<file path="src/fp_pkg.sv">
package fp_pkg;

    localparam int FRAC_W = 23; // stored fraction.
    localparam int MANT_W = 24; // fraction plus hidden bit.
    localparam int EXP_BIAS = 127;
    localparam int EXP_MAX = 255; // infinity or nan.

    localparam logic [31:0] CANON_NAN = 32'h7fc0_0000;

    localparam logic [4:0] OP_ADD = 5'd16;
    localparam logic [4:0] OP_SUB = 5'd17;
    localparam logic [4:0] OP_MUL = 5'd18;
    localparam logic [4:0] OP_NOP = 5'd22;
    localparam logic [4:0] OP_SLT = 5'd23;

    // one word, read either as a float or as raw bits.
    typedef union packed {
        struct packed {
            logic              sign;
            logic [7:0]        exp;
            logic [FRAC_W-1:0] frac;
        } fields;
        logic [31:0] bits;
    } fp_word_u;

endpackage

</file>
<file path="src/fp_op_ctrl.sv">
`timescale 1ns/100ps

module fp_op_ctrl (
    input  logic             clk,
    input  logic             rst_n,
    input  logic             req,
    input  logic [31:0]      input_a,
    input  logic [31:0]      input_b,
    input  logic [4:0]       operation,
    input  logic             add_done,
    input  logic             mul_done,
    input  fp_pkg::fp_word_u sel_word,
    input  logic             sel_invalid,
    input  logic             sel_inexact,
    input  logic             sel_underflow,
    input  logic             sel_overflow,
    output logic             ack,
    output logic [31:0]      result,
    output logic             invalid,
    output logic             inexact,
    output logic             underflow,
    output logic             overflow,
    output logic             start_add,
    output logic             start_mul,
    output fp_pkg::fp_word_u op_a,
    output fp_pkg::fp_word_u op_b,
    output logic [4:0]       op_code,
    output logic             op_special
);

    localparam logic [1:0] S_IDLE = 2'd0;
    localparam logic [1:0] S_DISP = 2'd1; // operands held, unit chosen.
    localparam logic [1:0] S_WAIT = 2'd2;
    localparam logic [1:0] S_ACK  = 2'd3;

    logic [1:0] state;
    logic       is_add, is_mul, take;

    // subnormals become a zero of the same sign.
    function automatic fp_pkg::fp_word_u flush(input logic [31:0] w);
        fp_pkg::fp_word_u f;
        f.bits = w;
        if (f.fields.exp == 8'd0)
            f.bits = {w[31], 31'd0};
        return f;
    endfunction

    assign is_add = (op_code == fp_pkg::OP_ADD || op_code == fp_pkg::OP_SUB) && !op_special;
    assign is_mul = (op_code == fp_pkg::OP_MUL) && !op_special;
    assign start_add = (state == S_DISP) && is_add;
    assign start_mul = (state == S_DISP) && is_mul;
    assign take = (state == S_DISP && !is_add && !is_mul) ||
                  (state == S_WAIT && (add_done || mul_done));

    always_ff @(posedge clk) begin
        if (state == S_IDLE && req) begin
            op_a       <= flush(input_a);
            op_b       <= flush(input_b);
            op_code    <= operation;
            op_special <= input_a[30:23] == 8'(fp_pkg::EXP_MAX) ||
                          input_b[30:23] == 8'(fp_pkg::EXP_MAX);
        end
    end

    always_ff @(posedge clk) begin
        if (!rst_n) begin
            state     <= S_IDLE;
            ack       <= 1'b0;
            result    <= 32'd0;
            invalid   <= 1'b0;
            inexact   <= 1'b0;
            underflow <= 1'b0;
            overflow  <= 1'b0;
        end else begin
            case (state)
                S_IDLE: if (req) state <= S_DISP;
                S_DISP: if (is_add || is_mul) state <= S_WAIT;
                S_ACK: begin
                    if (!req) begin
                        ack   <= 1'b0;
                        state <= S_IDLE;
                    end
                end
                default: ;
            endcase
            if (take) begin
                result    <= sel_word.bits;
                invalid   <= sel_invalid;
                inexact   <= sel_inexact;
                underflow <= sel_underflow;
                overflow  <= sel_overflow;
                ack       <= 1'b1;
                state     <= S_ACK;
            end
        end
    end

    assert property (@(posedge clk) disable iff (!rst_n) $rose(ack) |-> req);
    // a start lasts one cycle.
    assert property (@(posedge clk) disable iff (!rst_n)
        (start_add || start_mul) |=> !(start_add || start_mul));

endmodule

</file>
<file path="src/fp_add_sub.sv">
`timescale 1ns/100ps

module fp_add_sub #(
    parameter int ALIGN_STEP = 1
) (
    input  logic             clk,
    input  logic             rst_n,
    input  logic             start_add,
    input  fp_pkg::fp_word_u op_a,
    input  fp_pkg::fp_word_u op_b,
    input  logic [4:0]       op_code,
    output logic             add_done,
    output fp_pkg::fp_word_u add_word,
    output logic             add_inexact,
    output logic             add_underflow,
    output logic             add_overflow
);

    localparam int MW = fp_pkg::MANT_W;
    localparam int FW = fp_pkg::FRAC_W;
    localparam logic [1:0] S_IDLE  = 2'd0;
    localparam logic [1:0] S_ALIGN = 2'd1;
    localparam logic [1:0] S_ADD   = 2'd2;
    localparam logic [1:0] S_NORM  = 2'd3;

    logic [1:0]    state;
    logic          sign_a, sign_b, sign_r;
    logic [7:0]    exp_a, exp_b;
    logic [MW-1:0] mant_a, mant_b;
    logic [MW:0]   mant_r;

    logic          sign_b_eff, sum_sign, a_ge_b;
    logic [7:0]    exp_diff;
    logic [2:0]    align_sh, norm_sh;
    logic [MW-1:0] small_mant, lost_mask;
    logic [MW:0]   mag_sum;

    always_comb begin
        sign_b_eff = op_b.fields.sign ^ (op_code == fp_pkg::OP_SUB);
        exp_diff   = (exp_a > exp_b) ? exp_a - exp_b : exp_b - exp_a;
        align_sh   = (exp_diff >= 8'(ALIGN_STEP)) ? 3'(ALIGN_STEP) : exp_diff[2:0];
        small_mant = (exp_a > exp_b) ? mant_b : mant_a;
        lost_mask  = (MW'(1) << align_sh) - MW'(1); // bits shifted out this cycle.
        a_ge_b     = mant_a >= mant_b;
        sum_sign   = (sign_a == sign_b || a_ge_b) ? sign_a : sign_b;
        if (sign_a == sign_b)
            mag_sum = {1'b0, mant_a} + {1'b0, mant_b};
        else if (a_ge_b)
            mag_sum = {1'b0, mant_a - mant_b};
        else
            mag_sum = {1'b0, mant_b - mant_a};
        // leading zeros, capped at one step.
        norm_sh = 3'd0;
        for (int i = 0; i < ALIGN_STEP; i++) begin
            if (!mant_r[MW-1-i] && norm_sh == 3'(i))
                norm_sh = 3'(i + 1);
        end
    end

    always_ff @(posedge clk) begin
        if (!rst_n) begin
            state    <= S_IDLE;
            add_done <= 1'b0;
        end else begin
            add_done <= 1'b0;
            case (state)
                S_IDLE: begin
                    if (start_add) begin
                        add_inexact   <= 1'b0;
                        add_underflow <= 1'b0;
                        add_overflow  <= 1'b0;
                        if (op_b.bits[30:0] == 31'd0) begin
                            add_word <= op_a;
                            add_done <= 1'b1;
                        end else if (op_a.bits[30:0] == 31'd0) begin
                            add_word.bits <= {sign_b_eff, op_b.bits[30:0]};
                            add_done      <= 1'b1;
                        end else begin
                            sign_a <= op_a.fields.sign;
                            sign_b <= sign_b_eff;
                            exp_a  <= op_a.fields.exp;
                            exp_b  <= op_b.fields.exp;
                            mant_a <= {1'b1, op_a.fields.frac};
                            mant_b <= {1'b1, op_b.fields.frac};
                            state  <= S_ALIGN;
                        end
                    end
                end
                S_ALIGN: begin
                    add_inexact <= add_inexact | (|(small_mant & lost_mask));
                    if (exp_diff == 8'd0) begin
                        state <= S_ADD;
                    end else if (exp_a > exp_b) begin
                        mant_b <= mant_b >> align_sh;
                        exp_b  <= exp_b + 8'(align_sh);
                    end else begin
                        mant_a <= mant_a >> align_sh;
                        exp_a  <= exp_a + 8'(align_sh);
                    end
                end
                S_ADD: begin
                    sign_r <= sum_sign;
                    if (mag_sum == '0) begin
                        add_word.bits <= 32'd0; // exact cancellation.
                        add_done      <= 1'b1;
                        state         <= S_IDLE;
                    end else if (mag_sum[MW]) begin
                        add_inexact <= add_inexact | mag_sum[0];
                        if (exp_a == 8'(fp_pkg::EXP_MAX - 1)) begin
                            add_word.bits <= {sum_sign, 8'hff, FW'(0)};
                            add_overflow  <= 1'b1;
                            add_done      <= 1'b1;
                            state         <= S_IDLE;
                        end else begin
                            mant_r <= mag_sum >> 1;
                            exp_a  <= exp_a + 8'd1;
                            state  <= S_NORM;
                        end
                    end else begin
                        mant_r <= mag_sum;
                        state  <= S_NORM;
                    end
                end
                S_NORM: begin
                    if (mant_r[MW-1]) begin
                        add_word.bits <= {sign_r, exp_a, mant_r[FW-1:0]};
                        add_done      <= 1'b1;
                        state         <= S_IDLE;
                    end else if (exp_a <= 8'(norm_sh)) begin
                        add_word.bits <= {sign_r, 31'd0};
                        add_underflow <= 1'b1;
                        add_done      <= 1'b1;
                        state         <= S_IDLE;
                    end else begin
                        mant_r <= mant_r << norm_sh;
                        exp_a  <= exp_a - 8'(norm_sh);
                    end
                end
                default: state <= S_IDLE;
            endcase
        end
    end

    // no subnormal leaves the unit, and infinity only comes with overflow.
    assert property (@(posedge clk) disable iff (!rst_n)
        add_done |-> (add_word.fields.exp != 8'd0 || add_word.fields.frac == '0) &&
                     (add_word.fields.exp != 8'hff || add_overflow));

endmodule

</file>
<file path="src/fp_mul.sv">
`timescale 1ns/100ps

module fp_mul (
    input  logic             clk,
    input  logic             rst_n,
    input  logic             start_mul,
    input  fp_pkg::fp_word_u op_a,
    input  fp_pkg::fp_word_u op_b,
    output logic             mul_done,
    output fp_pkg::fp_word_u mul_word,
    output logic             mul_inexact,
    output logic             mul_underflow,
    output logic             mul_overflow
);

    localparam int MW = fp_pkg::MANT_W;
    localparam int FW = fp_pkg::FRAC_W;

    logic            busy;
    logic            prod_sign, prod_zero;
    logic [2*MW-1:0] prod;
    logic [9:0]      exp_sum; // biased twice.
    logic [9:0]      exp_norm;
    logic [FW-1:0]   frac_r;
    logic            lost;

    always_comb begin
        exp_norm = exp_sum + 10'(prod[2*MW-1]);
        if (prod[2*MW-1]) begin
            frac_r = prod[2*MW-2 -: FW];
            lost   = |prod[MW-1:0];
        end else begin
            frac_r = prod[2*MW-3 -: FW];
            lost   = |prod[MW-2:0];
        end
    end

    always_ff @(posedge clk) begin
        if (!rst_n) begin
            busy     <= 1'b0;
            mul_done <= 1'b0;
        end else begin
            busy     <= start_mul;
            mul_done <= busy;
        end
    end

    always_ff @(posedge clk) begin
        if (start_mul) begin
            prod      <= (2*MW)'({1'b1, op_a.fields.frac}) * (2*MW)'({1'b1, op_b.fields.frac});
            exp_sum   <= 10'(op_a.fields.exp) + 10'(op_b.fields.exp);
            prod_sign <= op_a.fields.sign ^ op_b.fields.sign;
            prod_zero <= op_a.bits[30:0] == 31'd0 || op_b.bits[30:0] == 31'd0;
        end
        if (busy) begin
            mul_inexact   <= !prod_zero && lost;
            mul_underflow <= 1'b0;
            mul_overflow  <= 1'b0;
            if (prod_zero) begin
                mul_word.bits <= 32'd0;
            end else if (exp_norm >= 10'(fp_pkg::EXP_MAX + fp_pkg::EXP_BIAS)) begin
                mul_word.bits <= {prod_sign, 8'hff, FW'(0)};
                mul_overflow  <= 1'b1;
            end else if (exp_norm <= 10'(fp_pkg::EXP_BIAS)) begin
                mul_word.bits <= {prod_sign, 31'd0};
                mul_underflow <= 1'b1;
            end else begin
                mul_word.bits <= {prod_sign, 8'(exp_norm - 10'(fp_pkg::EXP_BIAS)), frac_r};
            end
        end
    end

endmodule

</file>
<file path="src/fp_result_sel.sv">
`timescale 1ns/100ps

module fp_result_sel (
    input  fp_pkg::fp_word_u op_a,
    input  fp_pkg::fp_word_u op_b,
    input  logic [4:0]       op_code,
    input  logic             op_special,
    input  fp_pkg::fp_word_u add_word,
    input  logic             add_inexact,
    input  logic             add_underflow,
    input  logic             add_overflow,
    input  fp_pkg::fp_word_u mul_word,
    input  logic             mul_inexact,
    input  logic             mul_underflow,
    input  logic             mul_overflow,
    output fp_pkg::fp_word_u sel_word,
    output logic             sel_invalid,
    output logic             sel_inexact,
    output logic             sel_underflow,
    output logic             sel_overflow
);

    logic slt;

    always_comb begin
        // sign first, magnitude order flips for negatives.
        if (op_a.fields.sign != op_b.fields.sign)
            slt = op_a.fields.sign;
        else if (op_a.fields.sign)
            slt = op_a.bits[30:0] > op_b.bits[30:0];
        else
            slt = op_a.bits[30:0] < op_b.bits[30:0];

        sel_word      = op_a; // nop and unknown codes.
        sel_invalid   = 1'b0;
        sel_inexact   = 1'b0;
        sel_underflow = 1'b0;
        sel_overflow  = 1'b0;
        case (op_code)
            fp_pkg::OP_ADD, fp_pkg::OP_SUB: begin
                sel_word      = add_word;
                sel_inexact   = add_inexact;
                sel_underflow = add_underflow;
                sel_overflow  = add_overflow;
            end
            fp_pkg::OP_MUL: begin
                sel_word      = mul_word;
                sel_inexact   = mul_inexact;
                sel_underflow = mul_underflow;
                sel_overflow  = mul_overflow;
            end
            fp_pkg::OP_SLT: sel_word.bits = {31'd0, slt};
            default: ;
        endcase

        if (op_special && op_code inside {fp_pkg::OP_ADD, fp_pkg::OP_SUB,
                                          fp_pkg::OP_MUL, fp_pkg::OP_SLT}) begin
            sel_word.bits = fp_pkg::CANON_NAN;
            sel_invalid   = 1'b1;
            sel_inexact   = 1'b0;
            sel_underflow = 1'b0;
            sel_overflow  = 1'b0;
        end
    end

endmodule

</file>
<file path="src/fp_alu_top.sv">
`timescale 1ns/100ps

module fp_alu_top #(
    parameter int ALIGN_STEP = 1
) (
    input  logic        clk,
    input  logic        rst_n,
    input  logic        req,
    input  logic [31:0] input_a,
    input  logic [31:0] input_b,
    input  logic [4:0]  operation,
    output logic        ack,
    output logic [31:0] result,
    output logic        invalid,
    output logic        inexact,
    output logic        underflow,
    output logic        overflow
);

    fp_pkg::fp_word_u op_a, op_b;
    fp_pkg::fp_word_u add_word, mul_word, sel_word;
    logic [4:0] op_code;
    logic       op_special;
    logic       start_add, start_mul;
    logic       add_done, add_inexact, add_underflow, add_overflow;
    logic       mul_done, mul_inexact, mul_underflow, mul_overflow;
    logic       sel_invalid, sel_inexact, sel_underflow, sel_overflow;

    fp_op_ctrl u_ctrl (
        .clk(clk), .rst_n(rst_n), .req(req),
        .input_a(input_a), .input_b(input_b), .operation(operation),
        .add_done(add_done), .mul_done(mul_done),
        .sel_word(sel_word), .sel_invalid(sel_invalid), .sel_inexact(sel_inexact),
        .sel_underflow(sel_underflow), .sel_overflow(sel_overflow),
        .ack(ack), .result(result), .invalid(invalid), .inexact(inexact),
        .underflow(underflow), .overflow(overflow),
        .start_add(start_add), .start_mul(start_mul),
        .op_a(op_a), .op_b(op_b), .op_code(op_code), .op_special(op_special)
    );

    fp_add_sub #(
        .ALIGN_STEP(ALIGN_STEP)
    ) u_add_sub (
        .clk(clk), .rst_n(rst_n), .start_add(start_add),
        .op_a(op_a), .op_b(op_b), .op_code(op_code),
        .add_done(add_done), .add_word(add_word), .add_inexact(add_inexact),
        .add_underflow(add_underflow), .add_overflow(add_overflow)
    );

    fp_mul u_mul (
        .clk(clk), .rst_n(rst_n), .start_mul(start_mul),
        .op_a(op_a), .op_b(op_b),
        .mul_done(mul_done), .mul_word(mul_word), .mul_inexact(mul_inexact),
        .mul_underflow(mul_underflow), .mul_overflow(mul_overflow)
    );

    fp_result_sel u_sel (
        .op_a(op_a), .op_b(op_b), .op_code(op_code), .op_special(op_special),
        .add_word(add_word), .add_inexact(add_inexact),
        .add_underflow(add_underflow), .add_overflow(add_overflow),
        .mul_word(mul_word), .mul_inexact(mul_inexact),
        .mul_underflow(mul_underflow), .mul_overflow(mul_overflow),
        .sel_word(sel_word), .sel_invalid(sel_invalid), .sel_inexact(sel_inexact),
        .sel_underflow(sel_underflow), .sel_overflow(sel_overflow)
    );

endmodule

</file>
<file path="config.mk">
export PLATFORM = sky130hd
export DESIGN_NAME = fp_alu_top
export DESIGN_NICKNAME = d
export VERILOG_FILES = /design/src/fp_pkg.sv /design/src/fp_op_ctrl.sv /design/src/fp_add_sub.sv /design/src/fp_mul.sv /design/src/fp_result_sel.sv /design/src/fp_alu_top.sv
export SDC_FILE = /design/constraint.sdc
export NUM_CORES = 2
export LEC_CHECK = 0
export ABC_AREA = 1
export BUFFER_PORTS_ARGS = -buffer_cell sky130_fd_sc_hd__buf_4
export CORE_ASPECT_RATIO = 1.75
export CORE_MARGIN = 1
export CORE_UTILIZATION = 35
export CTS_CLUSTER_SIZE = 16
export DETAILED_ROUTE_END_ITERATION = 8
export PLACE_DENSITY = 0.49
export SLEW_MARGIN = 20
export SYNTH_ARGS = -nofsm -noshare
export SYNTH_HDL_FRONTEND = slang
export SYNTH_SLANG_ARGS = --single-unit
</file>
<file path="constraint.sdc">
create_clock -name clk -period 9 [get_ports clk]
set_input_delay 1.8 -clock clk [delete_from_list [all_inputs] [get_ports clk]]
set_output_delay 1.8 -clock clk [all_outputs]
set_load 0.01 [all_outputs]
</file>
==> impl_results.md <==
- Max-Cap Viols: 0
- Number of DRC markers in iteration 0: 2,390
- Vias in the first global route: 38,620
- CTS tree: yes
- Most common cell after layout, fill and taps aside: inv_1
- Row cnt: 169
- Avg Cell Area, Syn: 7.753 sq um
- Antenna violations before repair: 2
- Share of cells above drive strength 1: 6.100%
- # IOs: 109
- Worst Setup Path Type: flip-flop to flip-flop
- Cells along the critical path: buf_4 -> nand2_1 -> fa_1 -> inv_1 -> fa_1 -> inv_1 -> fa_1 -> inv_1 -> fa_1 -> fa_1 -> fa_1 -> inv_1 -> fa_1 -> inv_1 -> ha_1 -> nand2_1 -> nor2_1 -> inv_1 -> o21ai_0 -> a21oi_1 -> o21ai_0 -> a21oi_1 -> xor2_1
- Pin slew with the least headroom to its limit: 1.130 ns
- Setup TNS: 0 ns
- Yosys reg bits: 334
- Critical Path AT: 8.24 ns
- HPWL after DPL: 138.0 mm
- Post-CTS setup buffers: 0
- Die area: 123,600 sq um
- Yosys cell types: 69
- Max-slew headroom: 24.65%
- Top-area cell type share of the netlist area: 22.94%
- Pin count of the biggest net entering global routing: 60
- Die H: 464.4 microns
- Crit path max fanout: 18
- Status: finished clean
- DR pass1 iterations: 5
- Mean routed wirelength per cell: 23.62 microns
- Post-Synth Adder-Cell Area: 32.97%
- Post-synth EDFFs: 290
- DRC violations left: 0
- Unrepaired setup endpoints after global routing: no
- M2 GR Usage: 51.49%
- Cell area after synthesis: 42,760 sq um
- Most frequent cells in the layout: inv_1, nand2_1, fa_1
- Post-synthesis sequential area ratio: 22.42%
- Syn Inst Count: 5,516
- Final WL: 169.3 mm
- Initial core utilization: 35.29%
- Cts bufs inserted: 40
- Skew-Pair Late Insertion Delay: 0.65 ns
- M1 GR Usage: 27.67%
- Largest family of logic cells by synthesized area: adder cells
- First-pass GRT wire length: 247.0 mm
- Crit path capture type: flip-flop
- CP Data Required Time: 9.36 ns
- FF+latch area: 9589 sq um
- Xor and xnor area share after synthesis: 1.823%
- Async S/R FF share, synth: 0%
- Final Skew: 0.04854 ns
- Synth top area cells: fa_1, edfxtp_1, inv_1, nand2_1, ha_1
- Hold-fix buffers, CTS: 0
- Die W: 266.2 microns
- Synth area leader: fa_1
- CP startpoint kind: flip-flop
- H-tree levels: 2
- Hold Path Class: flip-flop to flip-flop
- Worst Reg-to-Reg Cells: 23
- Min Clock Period, post-route: 7.880 ns
- Routed Antenna Nets: 0
- Synth warnings: 0
- Post-CTS resize count: 0
- Hold path depth: 2
- GRT overflow: 0
- Synth Area in Simple Gates: 18.66%
- CTS Sinks: 334
- Buffers on Ports: 108
- Final nets: 6,414
- Max Root-Sink Buffers: 3
- Crit-path slowest cell: edfxtp_1
- CP dominant cell by count: fa_1
- Most used DFF post-synth: edfxtp_1
- F_max: 126.9 MHz
- Mux share of post-synthesis cell area: 0.02341%
- Area Overhead vs Synth: 8.991%
- Core area: 121,200 sq um
- Root Buffer: clkbuf_16
- Crit share post-route: 87.55%
- Via density: 5.060
- Vias: 36,260
- CP max stage delay: 1.00 ns
- GPL Wtd Cong: 1.035
- CTS clk-pin slew, worst paths: 0.07 ns
- Met3 GRT Util: 2.140%
- Multi-input logic area: 26,850 sq um
- Final-report hold violation count: 0
- Final setup viols: 0
- Compound-Gate Fraction of Synth Area: 9.085%
- Global route hottest layer: met2
- Layout fillers: 12,830
- Pins Over Slew Limit: 0
- Gr usage total: 27.63%
==> through the flow <==
stage | worst slack [ns] | util [%] | area [sq um] | instances | hold slack, ns
finish | 1.121 | 38.47 | 46610 | 7166 | 0.4630
global route | 0.9121 | 38.47 | 46610 | 7166 | 0.4871
CTS | 1.032 | 38.44 | 46580 | 7164 | 0.4664
detailed placement | 1.047 | 37.29 | 45180 | 7090 | 0.4573
global placement | 1.093 | 37.26 | 45140 | 7089 | 0.4588
floorplan | 2.398 | - | 42790 | 5522 | 0.4712
==> Yosys cell counts (3+ instances only) <==
cell and count:
edfxtp_1 290, buf_2 13, nor3_1 24, o211ai_1 25, nor2_2 13, clkinv_1 6, nor4_1 27, nand2_2 16
nor2_4 6, dfxtp_1 44, a22oi_1 30, buf_4 14, buf_6 15, a211oi_1 15, o2111ai_1 3, clkbuf_1 192
or2_2 6, fa_1 490, o21ai_0 159, o21bai_1 12, xnor2_1 28, inv_2 13, o21ai_1 6, nand4_1 54
nand2_1 1389, a221oi_1 9, a21oi_1 243, a22o_1 3, o31ai_1 5, a21o_1 5, inv_1 1395, nor2_1 290
o221ai_1 44, xor2_1 61, a21oi_2 5, o22ai_1 27, nand3_2 4, nand2_4 4, a21boi_0 6, o21a_1 12
nand3_1 114, ha_1 343, a31oi_1 23
==> worst paths after layout <==
kind	startpoint	to	slack, ns
max reg2reg	u_ctrl.op_a[10]	u_mul.prod[37]	1.12
max	u_ctrl.op_a[10]	u_mul.prod[37]	1.12
min	u_ctrl.result[3]	u_ctrl.result[3]	0.46
min reg2reg	u_ctrl.result[3]	u_ctrl.result[3]	0.46
==> critical path, delay by kind of cell (launching register included) <==
| kind | cells | cell delay (ns) |
|---|---|---|
| adder cells (fa/ha/maj) | 8 | 4.03 |
| AO/OA/AOI/OAI | 4 | 1.30 |
| XOR/XNOR | 1 | 0.18 |
| buffers and inverters | 7 | 0.74 |
| AND/OR/NAND/NOR | 3 | 0.35 |
| flip-flops | 1 | 1.00 |
==> per-layer routing <==
layer	wire length (microns)	part of all wire (%)
met2	88730	52
met5	0	0
met1	57170	34
met3	6492	3.8
met4	16870	10
==> state kept, by name, indices dropped and copies added, names as in the netlist, 2 cells and up <==
name	count
u_add_sub.add_word	32
u_add_sub.exp_a	8
u_add_sub.exp_b	8
u_add_sub.mant_a	24
u_add_sub.mant_b	24
u_add_sub.mant_r	24
u_add_sub.state	2
u_ctrl.op_a	32
u_ctrl.op_b	32
u_ctrl.op_code	5
u_ctrl.result	32
u_ctrl.state	2
u_mul.exp_sum	9
u_mul.mul_word	32
u_mul.prod	48
==> area by class of cell <==
class                      count  area share [%]
antenna                        1        0.005369
clock inverter                26          0.7114
tap                         1624           4.360
sequential                   334           20.57
clock buffer                  48           2.298
timing repair buffer         184           3.050
multi-input combinational   3535           57.61
inverter                    1414           11.39
==> logic make-up after synthesis <==
group / after synthesis
buffers and inverters: 1653
adders and majority gates: 833
muxes: 1
other: 2
AOI/OAI and AO/OA: 647
DFF: 334
xor gates and xnor gates: 89
and+or+nand+nor: 1957
Power is not shown: default switching activity piles up to over one toggle a cycle in this logic, so the estimate is an artifact.
